**config.mk**
```make
export PLATFORM = sky130hd
export DESIGN_NAME = blockStore
export DESIGN_NICKNAME = d
export VERILOG_FILES = /design/src/shaPkg.sv /design/src/minerPkg.sv /design/src/blockStore.sv
export SDC_FILE = /design/constraint.sdc
export NUM_CORES = 2
export LEC_CHECK = 0
export BUFFER_PORTS_ARGS = -buffer_cell sky130_fd_sc_hd__buf_4
export CORE_ASPECT_RATIO = 1.1
export CORE_UTILIZATION = 54
export DETAILED_ROUTE_END_ITERATION = 10
export GPL_TIMING_DRIVEN = 0
export PLACE_DENSITY_LB_ADDON = 0.1
export SLEW_MARGIN = 0
export SYNTH_ARGS = -nofsm -noshare
export SYNTH_HDL_FRONTEND = slang
export SYNTH_SLANG_ARGS = --single-unit
export TNS_END_PERCENT = 10
```
**constraint.sdc**
```tcl
create_clock -name clk -period 3.8 [get_ports clk]
set_input_delay 0.38 -clock clk [delete_from_list [all_inputs] [get_ports clk]]
set_output_delay 0.38 -clock clk [all_outputs]
set_load 0.05 [all_outputs]
```
**src/shaPkg.sv**
```systemverilog
`default_nettype none

package shaPkg;

  typedef logic [31:0] word_t;

  // Word 0 sits in the most significant slice, as in the FIPS byte order
  typedef word_t [0:7] digest_t;
  typedef word_t [0:15] block_t;

  localparam int RoundCount = 64;

  localparam word_t [0:RoundCount-1] RoundK = {
    32'h428a2f98, 32'h71374491, 32'hb5c0fbcf, 32'he9b5dba5,
    32'h3956c25b, 32'h59f111f1, 32'h923f82a4, 32'hab1c5ed5,
    32'hd807aa98, 32'h12835b01, 32'h243185be, 32'h550c7dc3,
    32'h72be5d74, 32'h80deb1fe, 32'h9bdc06a7, 32'hc19bf174,
    32'he49b69c1, 32'hefbe4786, 32'h0fc19dc6, 32'h240ca1cc,
    32'h2de92c6f, 32'h4a7484aa, 32'h5cb0a9dc, 32'h76f988da,
    32'h983e5152, 32'ha831c66d, 32'hb00327c8, 32'hbf597fc7,
    32'hc6e00bf3, 32'hd5a79147, 32'h06ca6351, 32'h14292967,
    32'h27b70a85, 32'h2e1b2138, 32'h4d2c6dfc, 32'h53380d13,
    32'h650a7354, 32'h766a0abb, 32'h81c2c92e, 32'h92722c85,
    32'ha2bfe8a1, 32'ha81a664b, 32'hc24b8b70, 32'hc76c51a3,
    32'hd192e819, 32'hd6990624, 32'hf40e3585, 32'h106aa070,
    32'h19a4c116, 32'h1e376c08, 32'h2748774c, 32'h34b0bcb5,
    32'h391c0cb3, 32'h4ed8aa4a, 32'h5b9cca4f, 32'h682e6ff3,
    32'h748f82ee, 32'h78a5636f, 32'h84c87814, 32'h8cc70208,
    32'h90befffa, 32'ha4506ceb, 32'hbef9a3f7, 32'hc67178f2
  };

  // Chaining value for the first block of every message
  localparam digest_t InitHash = {
    32'h6a09e667, 32'hbb67ae85, 32'h3c6ef372, 32'ha54ff53a,
    32'h510e527f, 32'h9b05688c, 32'h1f83d9ab, 32'h5be0cd19
  };

endpackage

`default_nettype wire

```
**src/minerPkg.sv**
```systemverilog
`default_nettype none

package minerPkg;

  localparam int DefMaxBlocks = 4;
  localparam int BlockWords = 16;

  // Byte addresses on the APB side
  localparam int AddrWidth = 12;
  localparam int WordIdxBits = 6;

  localparam logic [AddrWidth-1:0] AddrBlocks = 12'h100;
  localparam logic [AddrWidth-1:0] AddrDifficulty = 12'h104;
  localparam logic [AddrWidth-1:0] AddrStart = 12'h108;
  localparam logic [AddrWidth-1:0] AddrStatus = 12'h10C;
  localparam logic [AddrWidth-1:0] AddrNonce = 12'h110;
  localparam logic [AddrWidth-1:0] AddrDigest = 12'h120;

  // Leading zeros of a 256-bit digest, 0 to 256
  typedef logic [8:0] zeroCount_t;

  // Width of a block index for a store of maxBlocks blocks
  function automatic int blockIdxBits(int maxBlocks);
    return (maxBlocks > 1) ? $clog2(maxBlocks) : 1;
  endfunction

  function automatic int blockCountBits(int maxBlocks);
    return $clog2(maxBlocks + 1);
  endfunction

endpackage

`default_nettype wire

```
**src/blockStore.sv**
```systemverilog
`default_nettype none

module blockStore #(
  parameter int MaxBlocks = minerPkg::DefMaxBlocks
) (
  input  logic                                            clk,
  input  logic                                            wrEn,
  input  logic [minerPkg::WordIdxBits-1:0]                wrAddr,
  input  shaPkg::word_t                                   wrData,
  input  logic [minerPkg::blockIdxBits(MaxBlocks)-1:0]    rdIndex,
  output shaPkg::block_t                                  rdBlock
);

  localparam int WordBits = $clog2(minerPkg::BlockWords);

  shaPkg::block_t mem [MaxBlocks];

  // Word writes from the host, whole-block reads for the hash
  always_ff @(posedge clk) begin
    if (wrEn) begin
      mem[wrAddr[minerPkg::WordIdxBits-1:WordBits]][wrAddr[WordBits-1:0]] <= wrData;
    end
    rdBlock <= mem[rdIndex];
  end

  // Host decode must keep writes inside the populated blocks
  assert property (@(posedge clk)
    wrEn |-> int'(wrAddr) < MaxBlocks * minerPkg::BlockWords)
    else $error("block write to word %0d beyond %0d blocks", wrAddr, MaxBlocks);

endmodule

`default_nettype wire

```
# After elaboration in Yosys (flattened, before gate mapping)
# Memories as Yosys holds them, arrays and structs flattened. A register that Yosys moved wholly into a read port is not among the register bits.
# Cells that the tools add are included.
[op_classes] magnitude_cmp=2 n_mux=4 bitwise=1 reduce_logical=1
[op_table] cell="two-way mux 512 bit" n=1
[op_table] cell="demux 32 bit (select 4 bit)" n=1
[op_table] cell="two-way mux 32 bit" n=1
[op_table] cell=">= comparator 5 bit, second input constant" n=1
[op_table] cell="less-than comparator 5 x 1 -> 1 bit, second input constant" n=1
[op_table] cell="NOT 4 -> 5 bit" n=1
[op_table] cell="logical AND 1 bit" n=1
[op_table] cell="two-way mux 1 bit" n=1
[totals] reg_bits=0 ramBits=2048 out_inout_bits=512 elab_cells=9 mem_count=1
[memory_table] name="mem" depth=4 word_bits=512 read_ports=1 rd_ports_with_merged_regs=1 wr=1 line="blockStore.sv:16" source="shaPkg::block_t mem [MaxBlocks];"

# Depth between registers and ports, before layout
[logic_depth] ltp_word=6 depth_mapped=4

# Worst setup path before layout
# Ideal clock, no wire load.
[synth_path] kind="input-to-reg" startpoint="input wrAddr[3] in the netlist's numbering" endpoint="memory mem[2][416] in the netlist's numbering, enable pin" arrival_ns=3.301 required_time_ns=3.339 slack_ns=0.038 stages=4 n_path_buf=2 path_cell_list="or3b_1 buf_2 buf_2 nor3_1"
[synth_between] elab_chain_len=6 elab_cells_between_ends=7 classes_between="order compare (2); mux (3); bitwise (1); reduce/logical (1)"
[synth_rtl] item="from (decl)" line="blockStore.sv:8" source="input logic [minerPkg::WordIdxBits-1:0] wrAddr,"
[synth_rtl] item="NOT 4 -> 5 bit (not written as such) (*)" line="blockStore.sv:21" source="mem[wrAddr[minerPkg::WordIdxBits-1:WordBits]][wrAddr[WordBits-1:0]] <= wrData;"
[synth_rtl] item=">= comparator 5 bit (not written as such) or less-than comparator 5 x 1 -> 1 bit (tied branches)" line="blockStore.sv:21"
[synth_rtl] item="logical AND 1 bit (not written as such)" line="blockStore.sv:21"
[synth_rtl] item="two-way mux 32 bit (not written as such)" line="blockStore.sv:21"
[synth_rtl] item="demux 32 bit (select 4 bit) (*)" line="blockStore.sv:21"
[synth_rtl] item="two-way mux 512 bit (not written as such) (*)" line="blockStore.sv:21"
[synth_rtl] item="to (decl)" line="blockStore.sv:16"
# Every way passes the cells marked *; elsewhere a longest branch is shown, timed or not.

# Worst setup path after layout
[layout_path] startpoint="input wrAddr[0] in the netlist's numbering" endpoint="memory mem[1][178] in the netlist's numbering, enable pin"
# The elaborated chain is that of the path after synthesis.

==> results.py <==
metrics = {
    "outcome": {
        "status": "finished clean",
    },
    "global_route": {
        "met1_usage": 0.340,
        "grt_max_degree": 65,
        "grt_use_met3": 0.0640,
        "top_usage_layer": "met2",
        "overflow": 0,
        "grtUsageMet2": 0.416,
        "grt_usage": 0.253,
        "antenna_found_initial": 9,
        "grt_pass1_vias": 37800,
        "grt_first_pass_wirelength_um": 279000,
    },
    "yosys": {
        "synth_top_area_cell": "edfxtp_1",
        "synth_cell_types": 16,
        "ys_seq_area_frac": 0.847,
        "synth_common_cells": "edfxtp_1 (2048), dfxtp_1 (512), mux4_2 (512), nor3_1 (64), buf_2 (52)",
        "synth.area.top_cells": "edfxtp_1 (73%), mux4_2 (14%), dfxtp_1 (12%), buf_6 (0.41%), nor3_1 (0.38%)",
        "synth.most_common_cell": "edfxtp_1",
        "ys.flop_type": "edfxtp_1",
        "yosysWarnings": 0,
        "async_flop_share": 0,
        "avgSynthCellArea_um2": 25.8,
        "netlist_area_um2": 84800,
        "netlist_instances": 3281,
        "yosysTopAreaCellShare": 0.726,
        "syn_nets": 3323,
        "synth-edff-count": 2048,
        "synth_seq_cells": 2560,
    },
    "setup_path": {
        "start_kind": "primary input",
        "worstPathMaxFanout": 10,
        "required_ns": 4.43,
        "worstSetupEndpointType": "register",
        "cpPeakStageDelay_ns": 1.06,
        "rr_worst_depth": 1,
        "critPathSlowestCell": "clkbuf_1",
        "path_common_cell": "buf_6",
        "reg2reg_from": "mem[0][479]",
        "arrival_ns": 3.51,
        "crit_path_cell_trace": "buf_4, nand2b_1, clkbuf_1, clkbuf_1, nor3_2, buf_6, buf_6, buf_6",
        "r2r_end": "rdBlock[479]",
        "reg2reg_setup_slack_ns": 2.73,
        "worstSetupPathType": "in2reg",
    },
    "pwr": {
        "power_leakage_uw": 0.0346,
        "peakVddDrop_mv": 0.474,
        "p_per_area_nw_per_um2": 574,
    },
    "floorplanning": {
        "die_h_um": 418,
        "dieArea_um2": 159000,
        "die_w_um": 380,
        "core_region_area_um2": 156000,
        "io_pins": 554,
        "start_util": 0.543,
        "row_count": 152,
    },
    "sta": {
        "setup_viol": 0,
        "max_slew_margin": 0.0498,
        "fmaxAchievable_mhz": 347,
        "finalMaxSlewViolations": 0,
        "hold_violations": 0,
        "setup_ws_ns": 0.916,
        "rsz0062_at_grt": "no",
        "worst_pin_slew_ns": 1.43,
        "fin_crit_ns": 2.88,
        "clock_skew_ns": 0.0278,
        "fin_worst_hold_slack_ns": 0.114,
        "finalCritPeriodShare": 0.759,
    },
    "routing": {
        "via_per_inst": 5.72,
        "drc": 0,
        "first_pass_iters": 7,
        "vias": 37600,
        "drtAntennaViolNets": 0,
        "drt_iter0_markers": 3776,
        "post_drt_wl_per_cell_um": 30.2,
        "wl_um": 199000,
    },
    "clock_tree": {
        "ctsHoldBuffers": 0,
        "clock_sinks": 2560,
        "cts_resized": 0,
        "clockBufferDepth": 3,
        "h-tree-depth": 4,
        "postCtsSetupBuffers": 0,
        "cts_tree": "built",
        "root_buffer": "clkbuf_16",
        "numCtsBuffers": 237,
        "cts.clk_slew.worst_paths_ns": 0.06,
        "clock_insertion_delay_worst_skew_ns": 0.88,
    },
    "layout": {
        "finalNonFillerCells": 6580,
        "final_area_um2": 102000,
        "multi_input_area_um2": 12200,
        "drive_above_1_share": 0.401,
        "num-fill-cells": 10100,
        "seq_area_um2": 71700,
        "final_nets": 4322,
        "finish.utilization": 0.656,
        "areaGrowthSynthToFinish_pct": 20.7,
    },
    "place": {
        "pre_cts_slack_ns": 0.103,
        "io_buffers": 551,
        "hpwl_um": 121000,
        "gp_congestion": 0.751,
        "dpl.cell_count": 6120,
        "placed_area_um2": 94200,
    },
    "min_path": {
        "hp-start": "wrData[31]",
        "hp-class": "in2reg",
        "hold-path-endpoint": "mem[3][127]",
        "hold_depth": 1,
    },
    "job": {
        "max-cap-violations": 0,
    },
}
layout make-up:
type | instances | area share
diodes | 8 | 0.000196
well taps | 2079 | 0.0254
repair buffers | 760 | 0.0635
flip-flops and latches | 2560 | 0.701
plain buffers | 133 | 0.0106
clock inverters | 116 | 0.0148
multi-input cells | 588 | 0.120
clock buffers | 336 | 0.0645
critical path, delay by kind of cell:
family	cells	cell delay [ns]
AND/OR/NAND/NOR	2	0.51
buffers and inverters	6	2.56
worst max path at each step:
stage,start,to,depth (start not counted)
3_3_place_gp,wrAddr[5],mem[1][377],5
4_1_cts,wrAddr[0],mem[1][178],8
6_report,wrAddr[0],mem[1][178],8
5_1_grt,wrAddr[0],mem[3][173],8
2_1_floorplan,wrAddr[3],mem[2][416],4
3_5_place_dp,wrAddr[0],mem[1][177],8
power breakdown:
group / switching (uW) / leakage [uW] / total [uW] / internal, uW
clock network: 10200 / 0.00394 / 24300 / 14100
logic: 2410 / 0.00787 / 3450 / 1040
registers: 248 / 0.0227 / 31000 / 30700
total: 12800 / 0.0346 / 58700 / 45900
flip-flops by register name, summed over array words and instances, names as in the netlist:
name / count
mem: 2048
rdBlock: 512
cell usage in the layout, fill, tap and decap left out, drive strengths merged:
master	Yosys	routed
nand3b	2	2
nor3	64	64
buf	109	869
bufinv	0	29
nand2	2	2
inv	0	8
dfxtp	512	512
clkbuf	24	360
clkinv	0	69
diode	0	8
edfxtp	2048	2048
or2	2	2
clkinvlp	0	10
nand3	1	1
or3b	1	1
nand2b	4	4
mux4	512	512
logic make-up after synthesis:
kind of cell  after synthesis  share of synthesized area
flops                    2560                      0.847
mux                       512                      0.136
buf+inv                   133                     0.0128
simple gates               76                    0.00465
per-layer routing:
metal	up-vias	share of wire
li1	15700	-
met1	20300	0.40
met2	1352	0.50
met3	238	0.078
met4	0	0.023
met5	-	0
metrics by stage:
step	TNS, ns	power [uW]
6_report	0	58700
3_5_place_dp	0	35100
4_1_cts	0	59200
3_3_place_gp	-4946.19	35000
2_1_floorplan	0	33500
5_1_grt	0	60300
No activity file was read; power rests on OpenSTA's default activity.
