[config.mk]
export PLATFORM = sky130hd
export DESIGN_NAME = sha256Core_flat
export DESIGN_NICKNAME = d
export VERILOG_FILES = /design/src/shaPkg.sv /design/src/hashIf.sv /design/src/sha256Core.sv /design/src/flat_wrapper.sv
export SDC_FILE = /design/constraint.sdc
export NUM_CORES = 2
export LEC_CHECK = 0
export BUFFER_PORTS_ARGS = -buffer_cell sky130_fd_sc_hd__clkbuf_2
export CORE_AREA = 2 2 395 397
export DETAILED_ROUTE_END_ITERATION = 8
export DIE_AREA = 0 0 397 399
export GPL_TIMING_DRIVEN = 0
export PLACE_DENSITY = 0.77
export SYNTH_ARGS = -nofsm -noshare
export SYNTH_HDL_FRONTEND = slang
export SYNTH_SLANG_ARGS = --single-unit
[constraint.sdc]
create_clock -name clk -period 48.1 [get_ports clk]
set_input_delay 9.62 -clock clk [delete_from_list [all_inputs] [get_ports clk]]
set_output_delay 9.62 -clock clk [all_outputs]
set_load 0.005 [all_outputs]
[src/shaPkg.sv]
`default_nettype none

package shaPkg;

  typedef logic [31:0] word_t;

  // Word 0 sits in the most significant slice, as in the FIPS byte order
  typedef word_t [0:7] digest_t;
  typedef word_t [0:15] block_t;

  localparam int RoundCount = 64;

  localparam word_t [0:RoundCount-1] RoundK = {
    32'h428a2f98, 32'h71374491, 32'hb5c0fbcf, 32'he9b5dba5,
    32'h3956c25b, 32'h59f111f1, 32'h923f82a4, 32'hab1c5ed5,
    32'hd807aa98, 32'h12835b01, 32'h243185be, 32'h550c7dc3,
    32'h72be5d74, 32'h80deb1fe, 32'h9bdc06a7, 32'hc19bf174,
    32'he49b69c1, 32'hefbe4786, 32'h0fc19dc6, 32'h240ca1cc,
    32'h2de92c6f, 32'h4a7484aa, 32'h5cb0a9dc, 32'h76f988da,
    32'h983e5152, 32'ha831c66d, 32'hb00327c8, 32'hbf597fc7,
    32'hc6e00bf3, 32'hd5a79147, 32'h06ca6351, 32'h14292967,
    32'h27b70a85, 32'h2e1b2138, 32'h4d2c6dfc, 32'h53380d13,
    32'h650a7354, 32'h766a0abb, 32'h81c2c92e, 32'h92722c85,
    32'ha2bfe8a1, 32'ha81a664b, 32'hc24b8b70, 32'hc76c51a3,
    32'hd192e819, 32'hd6990624, 32'hf40e3585, 32'h106aa070,
    32'h19a4c116, 32'h1e376c08, 32'h2748774c, 32'h34b0bcb5,
    32'h391c0cb3, 32'h4ed8aa4a, 32'h5b9cca4f, 32'h682e6ff3,
    32'h748f82ee, 32'h78a5636f, 32'h84c87814, 32'h8cc70208,
    32'h90befffa, 32'ha4506ceb, 32'hbef9a3f7, 32'hc67178f2
  };

  // Chaining value for the first block of every message
  localparam digest_t InitHash = {
    32'h6a09e667, 32'hbb67ae85, 32'h3c6ef372, 32'ha54ff53a,
    32'h510e527f, 32'h9b05688c, 32'h1f83d9ab, 32'h5be0cd19
  };

endpackage

`default_nettype wire

[src/hashIf.sv]
`default_nettype none

// One block compression between the search FSM and the SHA-256 core
interface hashIf;
  logic start;
  shaPkg::block_t block;
  shaPkg::digest_t chainIn;
  logic done;
  shaPkg::digest_t digest;

  modport requester (output start, block, chainIn, input done, digest);
  modport core (input start, block, chainIn, output done, digest);
endinterface

`default_nettype wire

[src/sha256Core.sv]
`default_nettype none

module sha256Core (
  input logic clk,
  input logic block_load,
  hashIf.core hash
);

  localparam int RoundBits = $clog2(shaPkg::RoundCount);
  localparam logic [RoundBits-1:0] LastRound = RoundBits'(shaPkg::RoundCount - 1);

  logic running;
  logic addBack;
  logic [RoundBits-1:0] round;

  // vars holds a..h, window holds W[t] .. W[t+15]
  shaPkg::digest_t vars;
  shaPkg::digest_t chain;
  shaPkg::block_t window;
  shaPkg::word_t t1;
  shaPkg::word_t t2;
  shaPkg::word_t nextW;

  function automatic shaPkg::word_t rotr(shaPkg::word_t x, int n);
    return (x >> n) | (x << (32 - n));
  endfunction

  function automatic shaPkg::word_t bigSigma0(shaPkg::word_t x);
    return rotr(x, 2) ^ rotr(x, 13) ^ rotr(x, 22);
  endfunction

  function automatic shaPkg::word_t bigSigma1(shaPkg::word_t x);
    return rotr(x, 6) ^ rotr(x, 11) ^ rotr(x, 25);
  endfunction

  function automatic shaPkg::word_t smallSigma0(shaPkg::word_t x);
    return rotr(x, 7) ^ rotr(x, 18) ^ (x >> 3);
  endfunction

  function automatic shaPkg::word_t smallSigma1(shaPkg::word_t x);
    return rotr(x, 17) ^ rotr(x, 19) ^ (x >> 10);
  endfunction

  function automatic shaPkg::word_t choose(shaPkg::word_t x, shaPkg::word_t y,
                                           shaPkg::word_t z);
    return (x & y) ^ (~x & z);
  endfunction

  function automatic shaPkg::word_t majority(shaPkg::word_t x, shaPkg::word_t y,
                                             shaPkg::word_t z);
    return (x & y) ^ (x & z) ^ (y & z);
  endfunction

  always_comb begin
    t1 = vars[7] + bigSigma1(vars[4]) + choose(vars[4], vars[5], vars[6])
       + shaPkg::RoundK[round] + window[0];
    t2 = bigSigma0(vars[0]) + majority(vars[0], vars[1], vars[2]);
    // Schedule word W[t+16] from the current window
    nextW = smallSigma1(window[14]) + window[9] + smallSigma0(window[1]) + window[0];
  end

  // Load, 64 rounds, add-back, then done one cycle later
  always_ff @(posedge clk or negedge block_load) begin
    if (!block_load) begin
      running <= 1'b0;
      addBack <= 1'b0;
      round <= '0;
      hash.done <= 1'b0;
    end else begin
      hash.done <= addBack;
      addBack <= running && (round == LastRound);
      if (hash.start) begin
        running <= 1'b1;
        round <= '0;
      end else if (running) begin
        round <= round + 1'b1;
        if (round == LastRound)
          running <= 1'b0;
      end
    end
  end

  always_ff @(posedge clk) begin
    if (hash.start) begin
      vars <= hash.chainIn;
      chain <= hash.chainIn;
      window <= hash.block;
    end else if (running) begin
      vars <= {t1 + t2, vars[0], vars[1], vars[2], vars[3] + t1, vars[4], vars[5], vars[6]};
      window <= {window[1:15], nextW};
    end else if (addBack) begin
      for (int i = 0; i < 8; i++) begin
        hash.digest[i] <= chain[i] + vars[i];
      end
    end
  end

  // The requester must wait for done before the next block
  assert property (@(posedge clk) disable iff (!block_load)
    hash.start |-> !running && !addBack)
    else $error("compression start during a running block");

endmodule

`default_nettype wire

[src/flat_wrapper.sv]
// flat-port wrapper written by rule: the top's interface ports become plain ports
module sha256Core_flat 
  (clk, block_load, hash_start, hash_block, hash_chainIn, hash_done, hash_digest);
  hashIf hash_i ();
  input logic clk;
  input logic block_load;
  input wire logic [$bits(hash_i.start)-1:0] hash_start;
  input wire logic [$bits(hash_i.block)-1:0] hash_block;
  input wire logic [$bits(hash_i.chainIn)-1:0] hash_chainIn;
  output wire logic [$bits(hash_i.done)-1:0] hash_done;
  output wire logic [$bits(hash_i.digest)-1:0] hash_digest;
  assign hash_i.start = hash_start;
  assign hash_i.block = hash_block;
  assign hash_i.chainIn = hash_chainIn;
  assign hash_done = hash_i.done;
  assign hash_digest = hash_i.digest;
  sha256Core u_core (.clk(clk), .block_load(block_load), .hash(hash_i));
endmodule
# [Yosys cells after proc, flatten, opt, wreduce, memory -nomap -nowiden]
# Memories as Yosys holds them, arrays and structs flattened.
# Cells that the tools add are included.
[word_totals] word_cells=110 romBits=2048 in_bits=771 register_bits=1289 n_memories=1 out_inout_bits=257
[classes] reduce_logical=3 n_mux=11 n_eq_ne=1 n_bitwise=30 add_sub_neg=19 magnitude_cmp=1
[mem_list] memory="(name not given)" depth=64 word_bits=32 read_ports=1 rd_ports_with_merged_regs=0 write_ports=0 line="sha256Core.sv:56" source="+ shaPkg::RoundK[round] + window[0];"
[ops] operator="$mux 512" n=2
[ops] operator="$add 32x32->32" n=18
[ops] operator="$mux 256" n=2
[ops] operator="$xor 32x32->32" n=9
[ops] operator="$and 32x32->32" n=5
[ops] operator="$mux 32" n=2
[ops] operator="$not 32->32" n=1
[ops] operator="$or 10x32->32" n=1
[ops] operator="$or 13x32->32" n=1
[ops] operator="$or 14x32->32" n=1
[ops] operator="$or 15x32->32" n=1
[ops] operator="$or 19x32->32" n=1
[ops] operator="$or 21x32->32" n=1
[ops] operator="$or 25x32->32" n=1
[ops] operator="$or 26x32->32" n=1
[ops] operator="$or 30x32->32" n=1
[ops] operator="$or 7x32->32" n=1
[ops] operator="$xor 32x22->32" n=1
[ops] operator="$xor 32x29->32" n=1
[ops] operator="$mux 6" n=2
[ops] operator="$ge 7x7->1 const B" n=1
[ops] operator="$not 6->7" n=1
[ops] operator="$add 6x1->6 const B" n=1
[ops] operator="$eq 6x6->1 const B" n=1
[ops] operator="other kinds (5)" n=8

# [Longest topological paths before layout]
[depth] word_depth=10 ltp_mapped=39 ltp_nobuf=37

# [Least setup slack after synthesis]
# No wires, ideal clock.
[synth_timing] path_type="in2reg" from="input hash_start" to="register u_core.hash.digest[0] (enable)" n_path_buf=2 path_slack_ns=-5.277 stages=4 setup_time_ns=4.241 required_ns=43.859 t_arrival_ns=49.136 cell_sequence="clkbuf_1 > clkbuf_1 > or2_2 > nor2_1"
[synth_between] elab_chain_cells=2
[synth_rtl] element="from (decl)" line="flat_wrapper.sv:7" source="input wire logic [$bits(hash_i.start)-1:0] hash_start;"
[synth_rtl] element="$not 1->1 (no line)"
[synth_rtl] element="$reduce_and 3->1 (no line)"
[synth_rtl] element="to (signal, indexed assignment)" line="sha256Core.sv:93" source="hash.digest[i] <= chain[i] + vars[i];"
[synth_rtl] element="to (decl)" line="hashIf.sv:12" source="modport core (input start, block, chainIn, output done, digest);"
# Every way passes these cells.
# A chain may end at the register's enable or synchronous reset.

# [Worst setup path after layout]
[layout_timing] from="input hash_start" to="register u_core.vars[233] in the netlist's numbering, data pin"
[layout_between] elab_chain_cells=1
[layout_rtl] element="$mux 256" line="sha256Core.sv:84" source="if (hash.start) begin"
[layout_rtl] element="to (signal assigned)" line="sha256Core.sv:85" source="vars <= hash.chainIn;"
[layout_rtl] element="to (signal assigned)" line="sha256Core.sv:89" source="vars <= {t1 + t2, vars[0], vars[1], vars[2], vars[3] + t1, vars[4], vars[5], vars[6]};"
[layout_rtl] element="to (decl)" line="sha256Core.sv:17" source="shaPkg::digest_t vars;"
# Every way passes these cells.

==> results.cfg <==
[grt]
antenna_found_initial = 95
grt-ovfl-total = 0
grt_pass1_wl_mm = 396.1
grt_max_degree = 107
first_global_vias = 54930
grt_usage_pct = 35.44

[setup_path]
crit_path_cell_trace = clkbuf_8 > buf_16 > buf_16 > clkbuf_2 > clkbuf_1 > clkbuf_1 > clkbuf_1 > nand2_1 > o31ai_1
start_kind = primary input
critical_path_class = in2reg
cp_max_fo = 106
crit_arrival_ns = 15.20
worst-path-buf-inv = 7
crit_family = buffers and inverters
crit_top_cell = clkbuf_1
critical_path_required_ns = 48.73
cpPeakStageDelay_ns = 0.99
cp_slowest_cell = clkbuf_1
cp-end-kind = flip-flop

[cts]
root_buffer = clkbuf_16
postCtsSetupBuffers = 0
hold_buffers = 0
cts_sinks = 1289
cts_resized = 0
tritoncts = yes
clk_path_buf_depth = 3
clk_latency_ns = 0.82
htree_num_levels = 4
clk_pin_slew_ns = 0.06
cts_made_buffers = 143

[routing]
drtAntennaViolNets = 0
dr.first_iter.drc_count = 6185
vias = 56520
wirelength_mm = 287.5
first_pass_iters = 8
routed_via_density = 6.047
route.detailed.drc = 0
wl_per_cell_um = 30.77

[cells_and_area]
post-route-cell-area_um2 = 88400
drive_above_1_share_pct = 27.41
final_common_cell = edfxtp_1
layout_common_cells = 1280 x edfxtp_1, 1028 x clkbuf_2, 678 x mux2_2, 428 x xnor2_1, 394 x ha_1
fin_nets = 8490
fill_cells = 12410
syn2layout_area_growth_pct = 17.48

[placement]
dpl_cell_area_um2 = 83540
routabilityCongestion = 1.001
port_buffers = 1027
place_hpwl_mm = 232.3

[run_status]
status = finished, final reports clean

[timing]
fmax_mhz = 68.62
slew_headroom_pct = 5.666
setup_viol = 0
fin_crit_sh_pct = 30.30
hold_violations = 0
fin_crit_ns = 14.57
skew_ns = 0.04372
drv_slew = 0
tightest_slew_ns = 1.405
tns_ns = 0
rsz0062_at_grt = no

[synth]
netlist_instances = 5935
syn_area_um2 = 75250
ys_seq_area_share_pct = 51.38
yosys_register_bits = 1289
synthArstFlopShare_pct = 0.6982
syn_nets = 7295
synth_edf_count = 1280
yosys_warnings = 0
synth.distinct_cells = 87
yosys_most_used_dff = edfxtp_1
avgSynthCellArea_um2 = 12.68

[floorplan]
dieArea_um2 = 158400
die_x_um = 397
die_h_um = 399
core_um2 = 153700
rows = 144
ios = 1028
start_util_pct = 48.96

[run]
drv_cap = 0

[min_path]
hold_path_class = reg2reg
==> Yosys cell counts, types with 8 or more instances <==
cell type / n / share of area (%)
edfxtp_1: 1280 / 51
mux2_2: 678 / 10
xnor2_1: 428 / 5.0
ha_1: 394 / 6.6
a21oi_1: 350 / 2.3
nand2_1: 314 / 1.6
o21ai_0: 300 / 2.0
inv_1: 293 / 1.5
nor2_1: 266 / 1.3
clkbuf_1: 210 / 1.0
fa_1: 195 / 5.2
xor2_1: 136 / 1.6
a21o_1: 125 / 1.2
nand3_1: 94 / 0.63
nor3_1: 76 / 0.51
a211oi_1: 64 / 0.64
nand2b_1: 56 / 0.47
o21a_1: 55 / 0.55
o21bai_1: 45 / 0.45
nor2b_1: 42 / 0.35
a31oi_1: 37 / 0.31
and3_1: 35 / 0.29
o211ai_1: 35 / 0.35
mux2i_1: 34 / 0.45
nand4_1: 29 / 0.24
o31ai_1: 28 / 0.28
maj3_1: 26 / 0.35
a21boi_0: 25 / 0.25
and2_1: 24 / 0.20
or3_1: 17 / 0.14
a311oi_1: 13 / 0.15
buf_1: 12 / 0.060
a221oi_1: 11 / 0.13
a31o_2: 11 / 0.13
o311ai_0: 10 / 0.12
o31a_1: 10 / 0.12
dfrtp_1: 9 / 0.30
or2_2: 9 / 0.075
nor3b_1: 8 / 0.080
nor4_1: 8 / 0.067
o2111ai_1: 8 / 0.093
o22ai_1: 8 / 0.067
or4_1: 8 / 0.080
==> final cells by class <==
cell class,instances,area (um2),share of cell area (%)
multi-input combinational,4126,34640,39.19
tap,2044,2557,2.893
inverter,296,1111,1.257
timing repair buffer,1050,5722,6.472
buffer,224,844.6,0.9554
clock inverter,86,1031,1.166
sequential,1289,38660,43.73
clock buffer,168,3672,4.154
antenna,63,157.7,0.1783
==> per-stage QoR <==
step	instances	hold WS, ns	utilization, %	setup slack [ns]
finish	9346	0.3874	57.52	33.53
global route	9336	0.3992	57.50	33.54
CTS	9283	0.3855	57.42	33.66
detailed placement	9029	0.3726	54.36	32.76
global placement	9006	0.3638	53.97	-18.79
floorplan	5935	0.3537	-	11.63
==> logic make-up (layout without fill, tap and decap cells) <==
family          Yosys count  count (layout)  synth area share (%)
mux                     717             717                 10.75
fa+ha+maj               615             615                 12.08
xor+xnor                565             565                 6.586
other cells               0              63                     0
flops                  1289            1289                 51.38
simple gates           1008            1008                 6.270
buf+inv                 520            1824                 2.597
compound gates         1221            1221                 10.34
==> final timing paths <==
check / start / end / slack [ns] / cells after the start
worst min-delay path: u_core.addBack$_DFF_PN0_ / u_core.hash.done$_DFF_PN0_ / 0.39 / 0
min in group asynchronous: block_load / u_core.hash.done$_DFF_PN0_ / 8.75 / 1
worst max register to register: u_core.round[1]$_DFFE_PN0P_ / u_core.vars[253]$_DFFE_PP_ / 35.24 / 37
worst max-delay path: hash_start / u_core.vars[233]$_DFFE_PP_ / 33.53 / 9
worst min register to register: u_core.addBack$_DFF_PN0_ / u_core.hash.done$_DFF_PN0_ / 0.39 / 0
max in group asynchronous: block_load / u_core.round[2]$_DFFE_PN0P_ / 39.06 / 1
==> per-layer routing <==
layer	wire length (um)	track usage, %	share of wire [%]
met2	136300	57.49	47
met1	104900	43.63	36
met3	27410	7.856	9.5
met4	18670	20.72	6.5
met5	291	0	0.10
==> flip-flops by register name, summed over array words and instances (netlist names) <==
register            cells
u_core.vars           256
u_core.addBack          1
u_core.chain          256
u_core.hash.digest    256
u_core.running          1
u_core.hash.done        1
u_core.round            6
u_core.window         512
Power is left out: the tool's default activity adds up to more than one toggle a clock period on the data nets, which glitch-free logic cannot reach.
