$ cat config.mk
export PLATFORM = sky130hd
export DESIGN_NAME = hostPort_flat
export DESIGN_NICKNAME = d
export VERILOG_FILES = /design/src/shaPkg.sv /design/src/minerPkg.sv /design/src/minerCtrlIf.sv /design/src/hostPort.sv /design/src/flat_wrapper.sv
export SDC_FILE = /design/constraint.sdc
export NUM_CORES = 1
export LEC_CHECK = 0
export BUFFER_PORTS_ARGS = -buffer_cell sky130_fd_sc_hd__buf_2
export CORE_AREA = 5 5 164 166
export CTS_BUF_LIST = sky130_fd_sc_hd__clkbuf_4
export CTS_CLUSTER_DIAMETER = 100
export DETAILED_ROUTE_END_ITERATION = 8
export DIE_AREA = 0 0 169 171
export PLACE_DENSITY = 0.38
export SETUP_SLACK_MARGIN = 0.15
export SLEW_MARGIN = 20
export SYNTH_ARGS = -nofsm -noshare
export SYNTH_HDL_FRONTEND = slang
export SYNTH_SLANG_ARGS = --single-unit
export TNS_END_PERCENT = 50
$ cat constraint.sdc
create_clock -name clk -period 3.3 [get_ports clk]
set_input_delay 0.825 -clock clk [delete_from_list [all_inputs] [get_ports clk]]
set_output_delay 0.825 -clock clk [all_outputs]
set_load 0.05 [all_outputs]
$ cat src/shaPkg.sv
`default_nettype none

package shaPkg;

  typedef logic [31:0] word_t;

  // Word 0 sits in the most significant slice, as in the FIPS byte order
  typedef word_t [0:7] digest_t;
  typedef word_t [0:15] block_t;

  localparam int RoundCount = 64;

  localparam word_t [0:RoundCount-1] RoundK = {
    32'h428a2f98, 32'h71374491, 32'hb5c0fbcf, 32'he9b5dba5,
    32'h3956c25b, 32'h59f111f1, 32'h923f82a4, 32'hab1c5ed5,
    32'hd807aa98, 32'h12835b01, 32'h243185be, 32'h550c7dc3,
    32'h72be5d74, 32'h80deb1fe, 32'h9bdc06a7, 32'hc19bf174,
    32'he49b69c1, 32'hefbe4786, 32'h0fc19dc6, 32'h240ca1cc,
    32'h2de92c6f, 32'h4a7484aa, 32'h5cb0a9dc, 32'h76f988da,
    32'h983e5152, 32'ha831c66d, 32'hb00327c8, 32'hbf597fc7,
    32'hc6e00bf3, 32'hd5a79147, 32'h06ca6351, 32'h14292967,
    32'h27b70a85, 32'h2e1b2138, 32'h4d2c6dfc, 32'h53380d13,
    32'h650a7354, 32'h766a0abb, 32'h81c2c92e, 32'h92722c85,
    32'ha2bfe8a1, 32'ha81a664b, 32'hc24b8b70, 32'hc76c51a3,
    32'hd192e819, 32'hd6990624, 32'hf40e3585, 32'h106aa070,
    32'h19a4c116, 32'h1e376c08, 32'h2748774c, 32'h34b0bcb5,
    32'h391c0cb3, 32'h4ed8aa4a, 32'h5b9cca4f, 32'h682e6ff3,
    32'h748f82ee, 32'h78a5636f, 32'h84c87814, 32'h8cc70208,
    32'h90befffa, 32'ha4506ceb, 32'hbef9a3f7, 32'hc67178f2
  };

  // Chaining value for the first block of every message
  localparam digest_t InitHash = {
    32'h6a09e667, 32'hbb67ae85, 32'h3c6ef372, 32'ha54ff53a,
    32'h510e527f, 32'h9b05688c, 32'h1f83d9ab, 32'h5be0cd19
  };

endpackage

`default_nettype wire

$ cat src/minerPkg.sv
`default_nettype none

package minerPkg;

  localparam int DefMaxBlocks = 4;
  localparam int BlockWords = 16;

  // Byte addresses on the APB side
  localparam int AddrWidth = 12;
  localparam int WordIdxBits = 6;

  localparam logic [AddrWidth-1:0] AddrBlocks = 12'h100;
  localparam logic [AddrWidth-1:0] AddrDifficulty = 12'h104;
  localparam logic [AddrWidth-1:0] AddrStart = 12'h108;
  localparam logic [AddrWidth-1:0] AddrStatus = 12'h10C;
  localparam logic [AddrWidth-1:0] AddrNonce = 12'h110;
  localparam logic [AddrWidth-1:0] AddrDigest = 12'h120;

  // Leading zeros of a 256-bit digest, 0 to 256
  typedef logic [8:0] zeroCount_t;

  // Width of a block index for a store of maxBlocks blocks
  function automatic int blockIdxBits(int maxBlocks);
    return (maxBlocks > 1) ? $clog2(maxBlocks) : 1;
  endfunction

  function automatic int blockCountBits(int maxBlocks);
    return $clog2(maxBlocks + 1);
  endfunction

endpackage

`default_nettype wire

$ cat src/minerCtrlIf.sv
`default_nettype none

// Job settings from the host side and search status back
interface minerCtrlIf #(
  parameter int MaxBlocks = minerPkg::DefMaxBlocks
);
  logic start;
  logic [minerPkg::blockCountBits(MaxBlocks)-1:0] blockCount;
  minerPkg::zeroCount_t difficulty;
  logic busy;
  logic found;
  shaPkg::word_t nonce;
  shaPkg::digest_t digest;

  modport host (output start, blockCount, difficulty, input busy, found, nonce, digest);
  modport search (input start, blockCount, difficulty, output busy, found, nonce, digest);
endinterface

`default_nettype wire

$ cat src/hostPort.sv
`default_nettype none

module hostPort #(
  parameter int MaxBlocks = minerPkg::DefMaxBlocks
) (
  input  logic                           clk,
  input  logic                           block_load,
  input  logic [minerPkg::AddrWidth-1:0] paddr,
  input  logic                           psel,
  input  logic                           penable,
  input  logic                           pwrite,
  input  shaPkg::word_t                  pwdata,
  output shaPkg::word_t                  prdata,
  output logic                           pready,
  minerCtrlIf.host                       ctrl,
  output logic                           wrEn,
  output logic [minerPkg::WordIdxBits-1:0] wrAddr,
  output shaPkg::word_t                  wrData
);

  localparam int CountBits = minerPkg::blockCountBits(MaxBlocks);
  localparam int TopBit = minerPkg::AddrWidth - 1;

  logic access;
  logic hostWrite;
  logic inBlockRegion;
  logic [CountBits-1:0] blockCount;
  minerPkg::zeroCount_t difficulty;

  assign pready = 1'b1;
  assign access = psel && penable;

  // Nothing the search depends on may change while it runs
  assign hostWrite = access && pwrite && !ctrl.busy;

  assign wrAddr = paddr[minerPkg::WordIdxBits+1:2];
  assign wrData = pwdata;
  assign inBlockRegion = paddr < minerPkg::AddrBlocks;
  assign wrEn = hostWrite && inBlockRegion
             && (int'(wrAddr) < MaxBlocks * minerPkg::BlockWords);

  assign ctrl.start = hostWrite && (paddr == minerPkg::AddrStart);
  assign ctrl.blockCount = blockCount;
  assign ctrl.difficulty = difficulty;

  always_ff @(posedge clk or negedge block_load) begin
    if (!block_load) begin
      blockCount <= CountBits'(1);
      difficulty <= '0;
    end else if (hostWrite) begin
      if (paddr == minerPkg::AddrBlocks)
        blockCount <= pwdata[CountBits-1:0];
      if (paddr == minerPkg::AddrDifficulty)
        difficulty <= pwdata[$bits(minerPkg::zeroCount_t)-1:0];
    end
  end

  // Read mux, zero on unmapped addresses
  always_comb begin
    prdata = '0;
    if (psel && !pwrite) begin
      if (paddr[TopBit:5] == minerPkg::AddrDigest[TopBit:5]) begin
        prdata = ctrl.digest[paddr[4:2]];
      end else begin
        case (paddr)
          minerPkg::AddrBlocks:     prdata = shaPkg::word_t'(blockCount);
          minerPkg::AddrDifficulty: prdata = shaPkg::word_t'(difficulty);
          minerPkg::AddrStatus:     prdata = {30'b0, ctrl.found, ctrl.busy};
          minerPkg::AddrNonce:      prdata = ctrl.nonce;
          default:                  prdata = '0;
        endcase
      end
    end
  end

  // The search walks exactly this many stored blocks
  assert property (@(posedge clk) disable iff (!block_load)
    hostWrite && (paddr == minerPkg::AddrBlocks)
      |-> (pwdata >= 1) && (pwdata <= MaxBlocks))
    else $error("block count %0d outside 1..%0d", pwdata, MaxBlocks);

endmodule

`default_nettype wire

$ cat src/flat_wrapper.sv
// flat-port wrapper written by rule: the top's interface ports become plain ports
module hostPort_flat 
#(
  parameter int MaxBlocks = minerPkg::DefMaxBlocks
)
  (clk, block_load, paddr, psel, penable, pwrite, pwdata, prdata, pready, wrEn, wrAddr, wrData, ctrl_start, ctrl_blockCount, ctrl_difficulty, ctrl_busy, ctrl_found, ctrl_nonce, ctrl_digest);
  minerCtrlIf #(.MaxBlocks(MaxBlocks)) ctrl_i ();
  input  logic clk;
  input  logic block_load;
  input  logic [minerPkg::AddrWidth-1:0] paddr;
  input  logic psel;
  input  logic penable;
  input  logic pwrite;
  input  shaPkg::word_t pwdata;
  output shaPkg::word_t prdata;
  output logic pready;
  output logic wrEn;
  output logic [minerPkg::WordIdxBits-1:0] wrAddr;
  output shaPkg::word_t wrData;
  output wire logic [$bits(ctrl_i.start)-1:0] ctrl_start;
  output wire logic [$bits(ctrl_i.blockCount)-1:0] ctrl_blockCount;
  output wire logic [$bits(ctrl_i.difficulty)-1:0] ctrl_difficulty;
  input wire logic [$bits(ctrl_i.busy)-1:0] ctrl_busy;
  input wire logic [$bits(ctrl_i.found)-1:0] ctrl_found;
  input wire logic [$bits(ctrl_i.nonce)-1:0] ctrl_nonce;
  input wire logic [$bits(ctrl_i.digest)-1:0] ctrl_digest;
  assign ctrl_start = ctrl_i.start;
  assign ctrl_blockCount = ctrl_i.blockCount;
  assign ctrl_difficulty = ctrl_i.difficulty;
  assign ctrl_i.busy = ctrl_busy;
  assign ctrl_i.found = ctrl_found;
  assign ctrl_i.nonce = ctrl_nonce;
  assign ctrl_i.digest = ctrl_digest;
  hostPort #(.MaxBlocks(MaxBlocks)) u_core (.clk(clk), .block_load(block_load), .paddr(paddr), .psel(psel), .penable(penable), .pwrite(pwrite), .pwdata(pwdata), .prdata(prdata), .pready(pready), .ctrl(ctrl_i), .wrEn(wrEn), .wrAddr(wrAddr), .wrData(wrData));
endmodule
Yosys cells after proc, flatten, opt, wreduce, memory -nomap -nowiden:

Cells that the tools add are included.
Widths: inputs -> output; s select.

* output and inout port bits: 85
* flip-flop bits (word level): 12
* input bits: 339

* magnitude comparators: 2
* multiplexer cells: 6
* reductions and logical operators: 10
* equal/unequal tests: 6
* bitwise gates (word level): 1

Operator list (count)
* $mux 32: 4
* $pmux 32 s4: 1
* $bmux 32 s3: 1
* $eq 12x9->1 const B: 5
* $lt 12x9->1 const B: 1
* $eq 7x4->1 const B: 1
* $logic_and 1x1->1: 6
* $ge 4x4->1 const B: 1
* $not 3->4: 1
* $reduce_and 2->1: 2
* $logic_not 1->1: 2

Longest topological paths before layout:

Gate-level depths: netlist of the first run.

* word-level depth: 6
* gate-level depth with buffers: 7

Least setup slack after synthesis of the first run:

No wires, ideal clock.

* path type: input -> output
* from: input paddr[6] (netlist bit)
* to: output ctrl_start
* stages on the path: 4
* data arrival time: 3.086 ns
* setup slack: -0.611 ns
* required time: 2.475 ns
* buffers on the path: 0
* cells stage by stage: or4_1 nor2_1 nand3b_1 nor4_1

* longest elaborated chain between the ends: 2

RTL lines
* start, declared: RTL line flat_wrapper.sv:10 `input logic [minerPkg::AddrWidth-1:0] paddr;`
* $eq 12x9->1: RTL line hostPort.sv:42 `assign ctrl.start = hostWrite && (paddr == minerPkg::AddrStart);`
* $logic_and 1x1->1: RTL line hostPort.sv:42
* end, declared: RTL line flat_wrapper.sv:20 `output wire logic [$bits(ctrl_i.start)-1:0] ctrl_start;`

No other way between the ends.

Worst setup path after layout of the first run:

* from: input paddr[9] (netlist bit)
* to: output prdata[21]

* longest elaborated chain between the ends: 4
* elaborated cells between the ends (all ways): 8

RTL lines
* $eq 12x9->1: RTL line hostPort.sv:65 `case (paddr)`
* $pmux 32 s4: RTL line hostPort.sv:65
* $mux 32 (*): RTL line hostPort.sv:62 `if (paddr[TopBit:5] == minerPkg::AddrDigest[TopBit:5]) begin`
* $mux 32 (*): RTL line hostPort.sv:61 `if (psel && !pwrite) begin`
* end, declared: RTL line flat_wrapper.sv:15 `output shaPkg::word_t prdata;`

Every way passes the cells marked *; elsewhere a longest branch is shown, timed or not.

==> impl_metrics.tcl, run 1 <==
set metrics [dict create \
    status "complete, but fails checks" \
    violations "negative setup slack" \
    clk_latency_ns 0.27 \
    crit_type "primary input to output port" \
    wl_per_cell_um 19.3 \
    synth_cell_types 33 \
    r2r_cells 1 \
    crit_start "paddr[9]" \
    final_common_cell "buf_2" \
    slowest_stage "or4b_4" \
    row_count 59 \
    drive_above_1_share 0.879 \
    grt_setup_unrepaired "yes" \
    synth_edf_count 0 \
    p_comb_frac 0.704 \
    worst_slew_pin_slew_ns 0.502 \
    crit_path_end_kind "output port" \
    clock_sinks 12 \
    switching_share 0.363 \
    async_flop_share 1.00 \
    power_frac_clock 0.116 \
    antenna_left 0 \
    fin_tns_setup_ns -1.14 \
    r2r-start "u_core.ctrl.difficulty[0]" \
    vias_per_cell 4.15 \
    finalSetupViolCount 23 \
    path_buf_inv 3 \
    fin_worst_skew_ns 0 \
    cts_buffers 3 \
    max_stage_delay_ns 0.56 \
    critPathCapture "prdata[21]" \
    grt_use_total 0.116 \
    firstDrtPassIters 4 \
    worstPathRequired_ns 2.47 \
    layout_min_cycle_time_ns 3.37 \
    hold_path.class "primary input to async pin" \
    area_growth_pct 87.7 \
    path_delay_family "simple AND/OR/NAND/NOR gates" \
    die_w_um 169 \
    port_buffers 376 \
    crit_cells 7 \
    core_area_mm2 0.0255 \
    peakVddDrop_uv 164 \
    hold_violations 0 \
    cts_tree "yes" \
    crit_chain "buf_6 > or4b_4 > nor3b_4 > and3_4 > buf_12 > o2bb2ai_2 > buf_6" \
    antenna_found_initial 1 \
    synthesis.nets 597 \
    worst_slack_ns -0.0736 \
    pwr_density_cell_mw_per_mm2 137 \
    synthFlopType "dfrtp_1" \
    maxSlewHeadroom 0.665 \
    routed_wl_um 18200 \
    die-area_mm2 0.0289 \
    dr.first_iter.drc_count 91 \
    grt_pass1_vias 4569 \
    finalMaxSlewViolations 0 \
    netlist_instances 258 \
    synth-seq-area-share 0.0950 \
    reg2reg_to "u_core.ctrl.difficulty[0]" \
    netlist_area_mm2 0.00317 \
    io_pins 424 \
    mostFrequentLayoutCells "buf_2 (340), mux4_2 (64), mux2i_1 (37)" \
    fin_nets 945 \
    cp_common_cell "buf_6" \
    maxCapViolCount 0 \
    fin_crit_sh 1.02 \
    vias 3902 \
    gp_congestion 0.781 \
    grt_max_degree 39 \
    p_leak_uw 0.00283 \
    p_int_uw 519 \
    pre_cts_slack_ns -0.217 \
    pwr-share-seq 0.181 \
    p_sw_uw 296 \
    dp.final_hpwl_um 16400 \
    hold_slack_ns 0.423 \
    cts_max_level 1 \
    cts_buffer_depth 2 \
    cp.arrival_ns 2.55 \
    r2r_slack_ns 2.51 \
    cts.clk_slew.worst_paths_ns 0.08 \
    drc 0 \
    grt-ovfl-total 0 \
    worstSetupStartpointType "primary input" \
    initial_core_util 0.125 \
    ys_ff_latch 12 \
    synth.avg_cell_area_um2 12.3 \
    root_buffer "clkbuf_4" \
    yosys_warnings 0 \
    die_h_um 171 \
    fmax_ghz 0.296 \
    crit_path_max_fanout 18 \
    grt_pass1_wl_um 26400 \
]
## flip-flops by register name, indices dropped and copies added (netlist names)
name	cells
u_core.ctrl.blockCount	3
u_core.ctrl.difficulty	9
## synthesized netlist by cell type (2+ instances only)
library cell / instances / area [um^2]
nand3_1: 3 / 15.0
buf_6: 3 / 33.8
nor2b_1: 2 / 12.5
clkbuf_1: 5 / 18.8
buf_1: 6 / 22.5
nand2_1: 2 / 7.51
nor4_1: 2 / 12.5
o32ai_1: 2 / 17.5
mux2i_1: 37 / 370
a22oi_1: 6 / 45.0
buf_4: 41 / 308
o2bb2ai_1: 22 / 193
and3_1: 2 / 12.5
dfrtp_1: 11 / 275
nor2_1: 3 / 11.3
mux4_2: 64 / 1440
mux2_2: 12 / 135
nor3_1: 3 / 15.0
buf_2: 12 / 60.1
o22ai_1: 7 / 43.8
## power by group through the flow
stage | Sequential (uW) | Combinational, uW | Clock, uW
CTS | 147 | 583 | 99.5
floorplan | 150 | 384 | 0
global route | 147 | 624 | 109
finish | 147 | 573 | 94.4
detailed placement | 150 | 578 | 0
global placement | 150 | 576 | 0
## worst min-delay path by stage
| stage | from | endpoint | slack [ns] | cells past startpoint |
|---|---|---|---|---|
| finish | block_load | u_core.ctrl.difficulty[3] | 0.42 | 1 |
| global route | block_load | u_core.ctrl.difficulty[3] | 0.42 | 1 |
| CTS | block_load | u_core.ctrl.difficulty[3] | 0.42 | 1 |
| detailed placement | u_core.ctrl.blockCount[2] | u_core.ctrl.blockCount[2] | 0.52 | 1 |
| global placement | u_core.ctrl.difficulty[8] | u_core.ctrl.difficulty[8] | 0.52 | 1 |
| floorplan | block_load | u_core.ctrl.blockCount[1] | 0.53 | 0 |
## stage by stage
stage / util / cell area, um^2 / std cells / power, uW
after floorplan: - / 3450 / 258 / 534
after global placement: 0.223 / 5670 / 935 / 726
after detailed placement: 0.223 / 5670 / 935 / 728
after CTS: 0.232 / 5910 / 940 / 830
after global routing: 0.234 / 5960 / 941 / 879
final: 0.234 / 5960 / 941 / 815
## cell type report
type                       count  area [um^2]
clock inverter                 1         3.75
clock buffer                   3         22.5
tap                          335          419
multi-input combinational    179         2740
sequential                    12          302
timing repair buffer         410         2470
fill                        2775        19500
antenna                        1         2.50
## routing by layer
layer  part of all wire  up-vias  GRT usage
met2               0.53      206      0.216
li1                   -     1755          -
met1               0.38     1921      0.134
met3              0.076       20     0.0245
met5                  0        -          0
met4              0.018        0     0.0301
## cell families after synthesis
kind of cell | count (synthesis) | synth area share
compound gates | 41 | 0.102
mux | 113 | 0.613
flops | 12 | 0.0950
buf+inv | 67 | 0.140
simple gates | 24 | 0.0489
other cells | 1 | 0.00118
## what timing repair did
action                     4_1_cts  5_1_grt
pin swaps                        4        5
hold buffers                     0        0
resized for setup               65       11
hold endpoints to repair         0        0
setup endpoints to repair       33       33
buffers inserted                 1        0
Power figures use the tool's default switching activity.
==> inputs of run 2 (changes only) <==
--- a/config.mk
+++ b/config.mk
@@ -5,15 +5,15 @@
 export SDC_FILE = /design/constraint.sdc
 export NUM_CORES = 1
 export LEC_CHECK = 0
-export BUFFER_PORTS_ARGS = -buffer_cell sky130_fd_sc_hd__buf_2
-export CORE_AREA = 5 5 164 166
+export CORE_AREA = 5 5 163 165
 export CTS_BUF_LIST = sky130_fd_sc_hd__clkbuf_4
 export CTS_CLUSTER_DIAMETER = 100
 export DETAILED_ROUTE_END_ITERATION = 8
-export DIE_AREA = 0 0 169 171
-export PLACE_DENSITY = 0.38
+export DIE_AREA = 0 0 168 170
+export DONT_BUFFER_PORTS = 1
+export PLACE_DENSITY = 0.3
 export SETUP_SLACK_MARGIN = 0.15
-export SLEW_MARGIN = 20
+export SLEW_MARGIN = 5
 export SYNTH_ARGS = -nofsm -noshare
 export SYNTH_HDL_FRONTEND = slang
 export SYNTH_SLANG_ARGS = --single-unit
==> constraint.sdc (replaced) <==
create_clock -name clk -period 3.5 [get_ports clk]
set_input_delay 0.875 -clock clk [delete_from_list [all_inputs] [get_ports clk]]
set_output_delay 0.875 -clock clk [all_outputs]
set_load 0.05 [all_outputs]
==> impl_metrics.tcl, run 2 (synthesis results as in run 1) <==
set metrics [dict create \
    status "complete, no violations" \
    dr.first_iter.drc_count 89 \
    vias 2565 \
    largestRegisters "u_core.ctrl.difficulty: 9 flops, u_core.ctrl.blockCount: 3 flops" \
    fin_nets 580 \
    finalSetupViolCount 0 \
    maxCapViolCount 0 \
    routed_wl_um 15800 \
    die-area_mm2 0.0286 \
    crit_path_max_fanout 6 \
    fin_crit_sh 0.990 \
    cts_max_level 1 \
    crit_path_end_kind "output port" \
    dr_wl_met3_um 1780 \
    core_area_mm2 0.0249 \
    final_common_cell "mux4_2" \
    largest_register_ffs 9 \
    wl_per_cell_um 27.7 \
    grt_use_total 0.0944 \
    die_w_um 168 \
    initial_core_util 0.128 \
    diodes 0 \
    crit_type "primary input to output port" \
    worstSetupStartpointType "primary input" \
    cts_buffer_depth 2 \
    dp.final_hpwl_um 13100 \
    finalMaxSlewViolations 0 \
    clock_sinks 12 \
    cts.clk_slew.worst_paths_ns 0.07 \
    firstDrtPassIters 4 \
    peakVddDrop_uv 146 \
    p_leak_uw 0.00134 \
    cp.arrival_ns 2.59 \
    reg2reg_to "u_core.ctrl.blockCount[1]" \
    antenna_found_initial 2 \
    grt-ovfl-total 0 \
    area_growth_pct 26.8 \
    drc 0 \
    hold_path.class "primary input to async pin" \
    dr_wl_met2_um 8630 \
    grt_max_degree 75 \
    hold_slack_ns 0.293 \
    layout_min_cycle_time_ns 3.46 \
    worst_slew_pin_slew_ns 0.510 \
    die_h_um 170 \
    maxSlewHeadroom 0.660 \
    grt_pass1_wl_um 20700 \
    antenna_left 0 \
    cts_tree "yes" \
    multiInputGateArea_mm2 0.00265 \
    grt_setup_unrepaired "yes" \
    fin_tns_setup_ns 0 \
    vias_per_cell 4.50 \
    r2r-start "u_core.ctrl.blockCount[1]" \
    final_util 0.162 \
    io_pins 424 \
    regMostFlops "u_core.ctrl.difficulty" \
    seq_area_um2 302 \
    r2r_slack_ns 2.46 \
    fin_worst_skew_ns 0 \
    worstPathRequired_ns 2.62 \
    drt-met1-wl_um 5290 \
    port_buffers 0 \
    root_buffer "clkbuf_4" \
    gp_congestion 0.775 \
    mostFrequentLayoutCells "mux4_2 (64), mux2i_1 (37), o2bb2ai_2 (20)" \
    fill_cells 2760 \
    fmax_ghz 0.289 \
    hold_violations 0 \
    grt_pass1_vias 2852 \
    top_layer_used "met5" \
    r2r_cells 1 \
    row_count 58 \
    clk_latency_ns 0.26 \
    pwr_density_cell_mw_per_mm2 114 \
    cts_buffers 3 \
    drive_above_1_share 0.663 \
]
-- run 2: power by group --
group	total [uW]	internal [uW]	switching [uW]
clock network	93.6	51.8	41.8
registers	139	139	0.421
logic	224	153	71.6
total	457	343	114
-- run 2: worst max-delay path: stages --
cell and delay (ns):
or4b_4 0.54, nor3b_4 0.31, and3_4 0.34, clkbuf_16 0.19, o2bb2ai_2 0.13, clkbuf_16 0.19
-- run 2: repair_timing --
action,CTS,global route
cloned,0,3
setup buffers,0,1
endpoints found under the setup margin,32,32
gates resized for setup,13,50
pin swaps,1,8
hold buffers,0,0
-- run 2: worst max-delay path by stage --
| stage | startpoint | endpoint | slack [ns] | cells after the start |
|---|---|---|---|---|
| after floorplan | paddr[9] | prdata[2] | -0.15 | 5 |
| after global placement | paddr[9] | prdata[30] | -0.001 | 6 |
| after detailed placement | paddr[9] | prdata[30] | -0.007 | 6 |
| after CTS | paddr[9] | prdata[30] | -0.008 | 6 |
| after global routing | paddr[11] | prdata[23] | -0.03 | 6 |
| final | paddr[11] | prdata[23] | 0.04 | 6 |
-- run 2: layout make-up --
type	instances	share of cell area
multi-input cells	179	0.658
repair buffers	45	0.157
well taps	330	0.103
flip-flops and latches	12	0.0749
clock buffers	4	0.00746
-- run 2: layer usage --
metal,up-vias,GRT usage
li1,1019,-
met1,1297,0.103
met2,237,0.180
met3,8,0.0358
met4,4,0.0106
met5,-,0
-- run 2: metrics by stage --
step,std cells,total power (uW),cell area (um^2),setup slack (ns)
final,570,457,4030,0.0358
after floorplan,258,485,3190,-0.154
after CTS,566,459,3720,-0.00751
after detailed placement,562,359,3620,-0.00714
after global routing,570,486,4030,-0.0285
after global placement,562,361,3620,-0.00116
